$ cat src/mem_stage_pkg.sv
`default_nettype none

package mem_stage_pkg;

  localparam int xlen         = 64;
  localparam int regno_width  = 5;
  localparam int offset_width = 3;  // Byte offset within a line
  localparam int byte_width   = 8;

  typedef logic [xlen-1:0]        xword_t;
  typedef logic [regno_width-1:0] regno_t;

  typedef enum logic [3:0] {
    op_none,
    op_lb,
    op_lbu,
    op_lh,
    op_lhu,
    op_lw,
    op_lwu,
    op_ld,
    op_sb,
    op_sh,
    op_sw,
    op_sd
  } mem_op_e;

  typedef enum logic [1:0] {
    cmd_idle,
    cmd_read,
    cmd_write
  } cache_cmd_e;

  typedef struct packed {
    mem_op_e op;
    xword_t  alu_result;  // Also the physical address for memory ops
    xword_t  rs2_value;
    regno_t  rd_regno;
    logic    update_rd;
    logic    branch_taken;
    xword_t  pc_target;
  } stage_in_t;

  typedef struct packed {
    mem_op_e op;
    xword_t  alu_result;
    xword_t  rs2_value;
    regno_t  rd_regno;
    logic    update_rd;
    logic    branch_taken;
    xword_t  pc_target;
    xword_t  mdata;       // Load value, zero for everything else
  } stage_out_t;

  typedef struct packed {
    cache_cmd_e cmd;
    xword_t     addr;  // Line aligned
    xword_t     wdata;
  } cache_req_t;

  typedef struct packed {
    logic   read_done;
    logic   write_done;
    xword_t rdata;
  } cache_rsp_t;

  function automatic logic is_load(mem_op_e op);
    return op inside {op_lb, op_lbu, op_lh, op_lhu, op_lw, op_lwu, op_ld};
  endfunction

  function automatic logic is_store(mem_op_e op);
    return op inside {op_sb, op_sh, op_sw, op_sd};
  endfunction

  // Stores narrower than a line need a read first
  function automatic logic is_sub_store(mem_op_e op);
    return op inside {op_sb, op_sh, op_sw};
  endfunction

endpackage

`default_nettype wire

$ cat src/load_align.sv
`default_nettype none

module load_align (
  input  mem_stage_pkg::mem_op_e                  op,
  input  logic [mem_stage_pkg::offset_width-1:0] offset,
  input  mem_stage_pkg::xword_t                  line,
  output mem_stage_pkg::xword_t                  value
);

  import mem_stage_pkg::*;

  logic [byte_width-1:0]   byte_lane;
  logic [2*byte_width-1:0] half_lane;
  logic [4*byte_width-1:0] word_lane;

  // Low offset bits are ignored below natural alignment
  assign byte_lane = line[offset*byte_width +: byte_width];
  assign half_lane = line[offset[offset_width-1:1]*2*byte_width +: 2*byte_width];
  assign word_lane = line[offset[offset_width-1]*4*byte_width +: 4*byte_width];

  always_comb begin
    case (op)
      op_lb: begin
        value = {{(xlen-byte_width){byte_lane[byte_width-1]}}, byte_lane};
      end
      op_lbu: begin
        value = {{(xlen-byte_width){1'b0}}, byte_lane};
      end
      op_lh: begin
        value = {{(xlen-2*byte_width){half_lane[2*byte_width-1]}}, half_lane};
      end
      op_lhu: begin
        value = {{(xlen-2*byte_width){1'b0}}, half_lane};
      end
      op_lw: begin
        value = {{(xlen-4*byte_width){word_lane[4*byte_width-1]}}, word_lane};
      end
      op_lwu: begin
        value = {{(xlen-4*byte_width){1'b0}}, word_lane};
      end
      op_ld: begin
        value = line;  // Whole line, no extension needed
      end
      default: begin
        value = '0;
      end
    endcase
  end

endmodule

`default_nettype wire

$ cat src/store_merge.sv
`default_nettype none

module store_merge (
  input  mem_stage_pkg::mem_op_e                  op,
  input  logic [mem_stage_pkg::offset_width-1:0] offset,
  input  mem_stage_pkg::xword_t                  line,
  input  mem_stage_pkg::xword_t                  store_data,
  output mem_stage_pkg::xword_t                  merged
);

  import mem_stage_pkg::*;

  logic [offset_width-2:0] half_idx;
  logic                    word_idx;

  assign half_idx = offset[offset_width-1:1];
  assign word_idx = offset[offset_width-1];  // Word lane from address bit 2

  always_comb begin
    merged = line;  // Untouched lanes keep the old line
    case (op)
      op_sb: begin
        merged[offset*byte_width +: byte_width] = store_data[byte_width-1:0];
      end
      op_sh: begin
        merged[half_idx*2*byte_width +: 2*byte_width] =
          store_data[2*byte_width-1:0];
      end
      op_sw: begin
        merged[word_idx*4*byte_width +: 4*byte_width] =
          store_data[4*byte_width-1:0];
      end
      default: begin
        merged = line;
      end
    endcase
  end

endmodule

`default_nettype wire

$ cat src/access_ctrl.sv
`default_nettype none

module access_ctrl (
  input  logic                        clk,
  input  logic                        reset,
  input  mem_stage_pkg::mem_op_e      op,
  input  mem_stage_pkg::xword_t       addr,
  input  mem_stage_pkg::xword_t       store_data,
  input  mem_stage_pkg::xword_t       merged_line,
  input  logic                        flush,
  output mem_stage_pkg::cache_req_t   cache_req,
  input  logic                        read_done,
  input  logic                        write_done,
  output logic                        ready
);

  import mem_stage_pkg::*;

  typedef enum logic [1:0] {
    st_idle,
    st_read,
    st_write
  } ctrl_state_e;

  ctrl_state_e state;
  ctrl_state_e state_next;
  xword_t      wdata_q;
  logic        mem_op;
  logic        load_op;
  logic        sub_store_op;

  assign load_op      = is_load(op);
  assign sub_store_op = is_sub_store(op);
  assign mem_op       = load_op || is_store(op);

  always_comb begin
    state_next = state;
    case (state)
      st_idle: begin
        if (load_op || sub_store_op) begin
          state_next = st_read;
        end else if (op == op_sd) begin
          state_next = st_write;  // Full line, no read needed
        end
      end
      st_read: begin
        if (read_done) begin
          state_next = load_op ? st_idle : st_write;
        end
      end
      st_write: begin
        if (write_done) begin
          state_next = st_idle;
        end
      end
      default: begin
        state_next = st_idle;
      end
    endcase
    if (flush) begin
      state_next = st_idle;  // Drop whatever is in progress
    end
  end

  always_ff @(posedge clk) begin
    if (reset) begin
      state <= st_idle;
    end else begin
      state <= state_next;
    end
  end

  always_ff @(posedge clk) begin
    if (state == st_idle && op == op_sd) begin
      wdata_q <= store_data;
    end else if (state == st_read && read_done && sub_store_op) begin
      wdata_q <= merged_line;  // Old line with the store lane replaced
    end
  end

  always_comb begin
    cache_req.addr  = {addr[xlen-1:offset_width], {offset_width{1'b0}}};
    cache_req.wdata = wdata_q;
    case (state)
      st_read: begin
        cache_req.cmd = cmd_read;
      end
      st_write: begin
        cache_req.cmd = cmd_write;
      end
      default: begin
        cache_req.cmd = cmd_idle;
      end
    endcase
  end

  // Loads finish on the read, all stores on the write
  assign ready = flush
              || !mem_op
              || (state == st_read && read_done && load_op)
              || (state == st_write && write_done);

endmodule

`default_nettype wire

$ cat src/mem_stage.sv
`default_nettype none

module mem_stage (
  input  logic                        clk,
  input  logic                        reset,
  input  mem_stage_pkg::stage_in_t    stage_in,
  input  logic                        syscall_flush,
  output logic                        ready,
  output mem_stage_pkg::stage_out_t   stage_out,
  output mem_stage_pkg::cache_req_t   cache_req,
  input  mem_stage_pkg::cache_rsp_t   cache_rsp
);

  import mem_stage_pkg::*;

  logic [offset_width-1:0] offset;
  xword_t                  load_value;
  xword_t                  merged_line;

  assign offset = stage_in.alu_result[offset_width-1:0];

  access_ctrl i_access_ctrl (
    .clk         (clk),
    .reset       (reset),
    .op          (stage_in.op),
    .addr        (stage_in.alu_result),
    .store_data  (stage_in.rs2_value),
    .merged_line (merged_line),
    .flush       (syscall_flush),
    .cache_req   (cache_req),
    .read_done   (cache_rsp.read_done),
    .write_done  (cache_rsp.write_done),
    .ready       (ready)
  );

  load_align i_load_align (
    .op     (stage_in.op),
    .offset (offset),
    .line   (cache_rsp.rdata),
    .value  (load_value)
  );

  store_merge i_store_merge (
    .op         (stage_in.op),
    .offset     (offset),
    .line       (cache_rsp.rdata),
    .store_data (stage_in.rs2_value),
    .merged     (merged_line)
  );

  always_ff @(posedge clk) begin
    if (reset) begin
      stage_out <= '0;
    end else if (syscall_flush) begin
      stage_out <= '0;  // Squash the instruction in this stage
    end else if (ready) begin
      stage_out.op           <= stage_in.op;
      stage_out.alu_result   <= stage_in.alu_result;
      stage_out.rs2_value    <= stage_in.rs2_value;
      stage_out.rd_regno     <= stage_in.rd_regno;
      stage_out.update_rd    <= stage_in.update_rd;
      stage_out.branch_taken <= stage_in.branch_taken;
      stage_out.pc_target    <= stage_in.pc_target;
      // rdata is valid here since ready on a load means read_done
      stage_out.mdata        <= is_load(stage_in.op) ? load_value : '0;
    end
  end

endmodule

`default_nettype wire

$ cat config.mk
export PLATFORM = sky130hd
export DESIGN_NAME = mem_stage
export DESIGN_NICKNAME = d
export VERILOG_FILES = /design/src/mem_stage_pkg.sv /design/src/load_align.sv /design/src/store_merge.sv /design/src/access_ctrl.sv /design/src/mem_stage.sv
export SDC_FILE = /design/constraint.sdc
export NUM_CORES = 1
export LEC_CHECK = 0
export CORE_AREA = 2 2 257 259
export DETAILED_ROUTE_END_ITERATION = 7
export DIE_AREA = 0 0 259 261
export DONT_BUFFER_PORTS = 1
export REMOVE_ABC_BUFFERS = 1
export SETUP_SLACK_MARGIN = 0.02
export SYNTH_ARGS = -nofsm -noshare
export SYNTH_HDL_FRONTEND = slang
export SYNTH_HIERARCHICAL = 1
export SYNTH_SLANG_ARGS = --single-unit
$ cat constraint.sdc
create_clock -name clk -period 5.3 [get_ports clk]
set_input_delay 1.06 -clock clk [delete_from_list [all_inputs] [get_ports clk]]
set_output_delay 1.06 -clock clk [all_outputs]
set_load 0.01 [all_outputs]
======== After elaboration in Yosys (flattened, before gate mapping) ========
Cells that the tools add are included.
operators by class
  $add $sub $neg .......................... 3
  eq/ne operators ......................... 16
  shift-type cells ........................ 9
  multiplexer cells ....................... 15
  reduce and logical (&&, ||, !) cells .... 18
operators by type and width
  operator                  number
  $pmux 64 s7               1
  $bwmux 64                 3
  $mux 64                   3
  $pmux 64 s3               1
  $neg 6->34                3
  $shift 16x34->64 const A  1
  $shift 32x34->64 const A  1
  $shift 8x34->64 const A   1
  $shiftx 16x34->64         1
  $shiftx 32x34->64         1
  $shiftx 64x7->16          1
  $shiftx 64x7->32          1
  $shiftx 64x7->8           1
  $shiftx 8x34->64          1
  $eq 4x3->1 const B        4
  $eq 4x4->1 const B        4
  $mux 2                    5
  $eq 4x2->1 const B        2
  $reduce_bool 7->1         1
  $pmux 2 s3                1
  $logic_and 1x1->1         5
  $logic_or 1x1->1          5
  $eq 4x1->1 const B        1
  $ne 2x2->1 const B        2
  other kinds (11)          11
storage, ports and cells
  register bits after elaboration ......... 333
  output and inout bits ................... 398

======== Logic depth before layout (Yosys ltp) ========
  depth after elaboration ................. 7
  mapped depth ............................ 12
  mapped depth without buffers ............ 9

======== Modules after synthesis ========
Netlist, hierarchy kept.
modules (own cells, without submodules)
  module       times used  cells an instance  area an instance (µm²)
  mem_stage    1           878                9419.0
  access_ctrl  1           230                3454.6
  store_merge  1           343                2224.6
  load_align   1           228                1754.2

======== Worst setup path after synthesis ========
OpenSTA, ideal clock, no wires.
  path type ............................... in2reg
  start ................................... input port stage_in[135] in the netlist's numbering
  end ..................................... register i_access_ctrl.wdata_q[58], data pin
  library setup time ...................... 0.260 ns
  arrival time ............................ 3.442 ns
  setup slack ............................. 1.598 ns
  stages .................................. 11
  path through ............................ buf_2 inv_1 ha_1 ha_1 clkbuf_2 nor4b_4 mux2_2 a221o_1 a21oi_1 nor2_1 mux2_2
on the way
  cells in the longest elaborated chain, start to end .. 6
  elaborated cells between the ends (all ways) .. 7
ends and longest elaborated chain
  what                                                 line               source
  start: declaration                                   mem_stage.sv:6     input mem_stage_pkg::stage_in_t stage_in,
  $neg 6->34 *                                         store_merge.sv:23  merged[offset*byte_width +: byte_width] = store_data[byte_width-1:0];
  $shiftx 8x34->64 or $shift 8x34->64 (tied branches)  store_merge.sv:23
  $bwmux 64 *                                          store_merge.sv:23
  $pmux 64 s3 *                                        store_merge.sv:21  case (op)
  named net merged_line[58]                            mem_stage.sv:18    xword_t merged_line;
  $mux 64 *                                            access_ctrl.sv:76  end else if (state == st_read && read_done && sub_store_op) begin
  $mux 64 *                                            access_ctrl.sv:74  if (state == st_idle && op == op_sd) begin
  end signal: assignment                               access_ctrl.sv:75  wdata_q <= store_data;
  end signal: assignment                               access_ctrl.sv:77  wdata_q <= merged_line;
  end: declaration                                     access_ctrl.sv:27  xword_t wdata_q;
The timed path passes the listed nets; every way through them passes the cells marked *. The select of a mux whose other input is x is not followed.
A chain may end at the register's enable or synchronous reset.

======== Worst setup path after layout ========
  start ................................... register i_access_ctrl.state[0]
  end ..................................... output port ready
on the way
  cells in the longest elaborated chain, start to end .. 5
  elaborated cells between the ends (all ways) .. 7
ends and longest elaborated chain
  what                            line                source
  start: declaration              access_ctrl.sv:25   ctrl_state_e state;
  start signal: assignment        access_ctrl.sv:67   state <= st_idle;
  start signal: assignment        access_ctrl.sv:69   state <= state_next;
  $eq 2x1->1                      access_ctrl.sv:100  || (state == st_read && read_done && load_op)
  $logic_and 1x1->1 (2 in a row)  access_ctrl.sv:100
  $logic_or 1x1->1                access_ctrl.sv:100
  $logic_or 1x1->1 *              access_ctrl.sv:101  || (state == st_write && write_done);
  end: declaration                mem_stage.sv:8      output logic ready,
Every way passes the cells marked *; elsewhere a longest branch is shown, timed or not.

==> results.md <==
- The run finished with clean final reports.
- The total global routing overflow is 0.
- For this design the total switching power over the nets is between 1.5 and 2 mW.
- In the synthesized netlist the dominant register cell turns out to be sky130_fd_sc_hd__dfxtp_1.
- The post-synth design cell area is approximately 17,000 um2.
- The core footprint is 65,000 um2.
- The clock drives between 300 and 400 sinks.
- The floorplan has between 90 and 100 rows.
- The area growth from synthesis to final layout is 8.40%.
- On the critical path, the stage with the largest delay is an instance of sky130_fd_sc_hd__buf_12.
- The HPWL reported at the end of detailed placement is 60.9 mm.
- After clock tree synthesis, the flow added hold-fix buffers numbering 0.
- Headroom to the max-slew limit came out at between 10% and 20%.
- The end-of-flow core utilization is between 20 and 30%.
- The number of hold-slack violations in the final timing report came to 0.
- The detailed-routing iteration count for the pre-antenna-repair pass is 6.
- In the final timing run, aggregate negative setup slack is 0 ns.
- The signal on the critical path passes through nor2b_1 -> a211oi_1 -> o21ai_4 -> buf_12.
- Counting along the longest clock path gives a buffer depth of 3.
- The number of cells produced by synthesis is 1,679.
- The largest clock skew in the final design is 0.0116 ns.
- The tool flagged a number of max-cap violations equal to 0.
- The design internal power is 4.65 mW.
- The delay contributed by the slowest stage of the critical path is 0.65 ns.
- The commonest cells after synthesis are sky130_fd_sc_hd__nor2_1 (293), sky130_fd_sc_hd__dfxtp_1 (269), sky130_fd_sc_hd__mux2i_1 (213), sky130_fd_sc_hd__nand2_1 (111), sky130_fd_sc_hd__buf_4 (84).
- Pin placement for this block handled 670 I/O pins.
- The part of the total power dissipated in the clock network is 45.3%.
- The routed length per instance is roughly 33 um.
- The number of resized instances in the post-cts repair step is 0.
- The number of placed instances, taps included, is 2,362.
- The distinct cell type count of the synthesized netlist is 79.
- The filler-free cell count of the finished design is 2,446.
- Sequential cells account for 44.3% of the total power.
- The leakage power of the design is ~7.5 nW.
- Yosys mapped a number of flops with a built-in enable equal to 64.
- After synthesis, the cell types taking the most area are sky130_fd_sc_hd__dfxtp_1 (32%), sky130_fd_sc_hd__mux2i_1 (13%), sky130_fd_sc_hd__edfxtp_1 (11%).
- The clock latency on the worst-skew pair is 0.57 ns.
- The actual slew at the worst max-slew pin is 1.31 ns.
- The die outline area is about 68,000 um2.
- The area share of the largest cell type after synthesis is roughly a third.
- In this run the remaining antenna-violating nets after routing total 0.
- The hold slack is between 0.5 and 0.6 ns.
- The initial antenna violation count is 8.
- In this run the power density over the cells is 348 nW/um2.
- Along the worst path, the maximum fanout reaches roughly 120.
- The total routing resource utilization after global routing is ~22%.
- Buffers placed on the I/O ports in this run total 0.
- The mean area per synthesized cell is ~10 um2.
- The width of the die is 259 um.
- The worst ir drop on vdd is 298 uV.
- The first global-routing pass estimated ~110 mm of wire.
- The number of buffers and inverters on the critical path is 1.
- The leading cell type by number of instances after synthesis is sky130_fd_sc_hd__nor2_1.
- The floorplan step set the die height to 261 um.
- Entering global routing, the biggest net connects 127 pins.
- The path class of the lowest-slack min-delay path is reg -> reg.
- sky130_fd_sc_hd__dfxtp_1 takes more of the synthesized area than any other cell.
- The final setup slack of the worst path is 1.72 ns.
- Net switching is between 20% and 30% of the power.
- In this run, synthesis produced a sequential element count of 333.
- The number of global-route vias before repair came to 12,800.
- During synthesis, Yosys emitted a total of 6 warnings.
- At the end of routability-driven placement, the weighted congestion stood at approximately 0.89.
- The count of pins over their slew limit is 0.
- Setup repair after global routing left no endpoint under its margin.
- The data arrival time of the worst path is roughly 2.5 ns.
- Data on the critical path is required at its endpoint by 4.24 ns.
- The final period demand of the worst path is 3.58 ns.
- The worst slack after detailed placement is 1.46 ns.
- The total of endpoints with negative setup slack in the final report is 0.
- Clock tree synthesis inserted a total of 41 buffers.
- The post-CTS repair timing setup buffer count is 0.
- The critical path launch point type is a register.
- The post-synthesis async set-or-reset flop share is 0%.
- The net count of the finished layout is between 1,500 and 2,000.
- For this run, design rule violations remaining after detail routing come to 0.
- The setup path with the least slack is of type reg -> out.
- The initial detailed-routing violation count is 1,374.
- The proportion of layout cells with a drive suffix above 1 is a little over an eighth.
- In this run, the combinational gates consume a little over a tenth of the power.
- CTS placed an instance of sky130_fd_sc_hd__clkbuf_16 at the clock tree root.
- After clock tree synthesis, the clock-pin slew on the worst setup and hold paths is about 0.060 ns.
- The H-tree was split into 2 levels.
- The critical path capture point type is a primary output.
- The top achievable clock speed is around 0.28 GHz.
- On the critical path the largest part of the delay comes from buffers and inverters.
- The sequential share of the synthesized area is 43.4%.
- TritonCTS built the clock tree.
- The average via count per standard cell is 5.51.
- The total via count after detailed routing is 13,500.
- The post-route clock period utilization is 67.5%.
- The initial utilization of the core area, before any placement, comes to 25.9%.
- The routed design has roughly 80 mm of wire.
==> state kept, by name, indices dropped and copies added (netlist names) <==
register / flops
stage_out: 267
i_access_ctrl/wdata_q: 64
i_access_ctrl/state: 2
==> per-stage QoR <==
stage                     instance area [um2]  power (mW)
after global placement                  16900        3.52
final                                   18300        6.36
after global routing                    18300        6.62
after floorplan                         15600        3.61
after CTS                               18200        6.47
after detailed placement                16900        3.54
==> final timing paths <==
| kind | slack [ns] | end | from | cells past startpoint |
|---|---|---|---|---|
| setup / recovery | 1.72 | ready | i_access_ctrl/state[0]$_SDFFE_PP0P_ | 4 |
| hold / removal | 0.56 | stage_out[210]$_SDFFE_PP0P_ | stage_out[210]$_SDFFE_PP0P_ | 2 |
| setup reg to reg | 2.01 | stage_out[39]$_SDFFE_PP0P_ | i_access_ctrl/state[0]$_SDFFE_PP0P_ | 7 |
| hold reg to reg | 0.56 | stage_out[210]$_SDFFE_PP0P_ | stage_out[210]$_SDFFE_PP0P_ | 2 |
==> logic make-up after synthesis <==
kind of cell / count (synthesis) / share of synthesized area (%)
other: 1 / 0.0223
muxes: 310 / 20.8
xor gates and xnor gates: 2 / 0.104
and+or+nand+nor: 520 / 14.0
adders and majority gates: 8 / 0.594
DFF: 333 / 43.4
AOI/OAI and AO/OA: 296 / 13.3
buffers and inverters: 209 / 7.85
==> layout make-up <==
| type | instances | area, um2 |
|---|---|---|
| Antenna cell | 9 | 22.5 |
| Clock buffer | 52 | 1130 |
| Clock inverter | 23 | 231 |
| Fill cell | 6697 | 46800 |
| Inverter | 9 | 33.8 |
| Multi-Input combinational cell | 1139 | 8290 |
| Sequential cell | 333 | 7310 |
| Tap cell | 864 | 1080 |
| Timing Repair Buffer | 17 | 178 |
==> cells in the final DEF (no fill, tap or decap), types with 7 or more instances in the layout <==
cell and count:
sky130_fd_sc_hd__a21oi_1 41, sky130_fd_sc_hd__a221o_1 27, sky130_fd_sc_hd__a222oi_1 12, sky130_fd_sc_hd__a22o_1 24
sky130_fd_sc_hd__a22oi_1 28, sky130_fd_sc_hd__a31oi_1 7, sky130_fd_sc_hd__a32oi_1 73, sky130_fd_sc_hd__and3_1 17
sky130_fd_sc_hd__buf_4 13, sky130_fd_sc_hd__clkbuf_16 42, sky130_fd_sc_hd__dfxtp_1 269, sky130_fd_sc_hd__diode_2 9
sky130_fd_sc_hd__edfxtp_1 64, sky130_fd_sc_hd__ha_1 8, sky130_fd_sc_hd__inv_1 8, sky130_fd_sc_hd__mux2_2 69
sky130_fd_sc_hd__mux2i_1 213, sky130_fd_sc_hd__mux4_2 24, sky130_fd_sc_hd__nand2_1 111, sky130_fd_sc_hd__nand3_1 23
sky130_fd_sc_hd__nor2_1 292, sky130_fd_sc_hd__nor2b_1 12, sky130_fd_sc_hd__nor3_1 7, sky130_fd_sc_hd__o21ai_0 37
sky130_fd_sc_hd__o21ai_1 7
==> routing by layer <==
layer | GRT usage (%) | up-vias | wire (um)
li1 | - | 5848 | -
met1 | 23.1 | 6601 | 26600
met2 | 40.9 | 878 | 41400
met3 | 8.59 | 154 | 8720
met4 | 9.06 | 6 | 3280
met5 | 0 | - | 34
==> power groups by stage <==
stage / clock network [mW] / registers, mW / logic, mW
finish: 2.88 / 2.82 / 0.663
global route: 3.08 / 2.82 / 0.721
CTS: 2.98 / 2.82 / 0.663
detailed placement: 0 / 2.88 / 0.659
global placement: 0 / 2.88 / 0.645
floorplan: 0 / 2.81 / 0.798
==> worst min-delay path, stage by stage (launching register included) <==
cell	delay (ns)
sky130_fd_sc_hd__dfxtp_1	0.34
sky130_fd_sc_hd__mux2i_1	0.13
sky130_fd_sc_hd__nor2_1	0.05
Power figures use the tool's default switching activity.
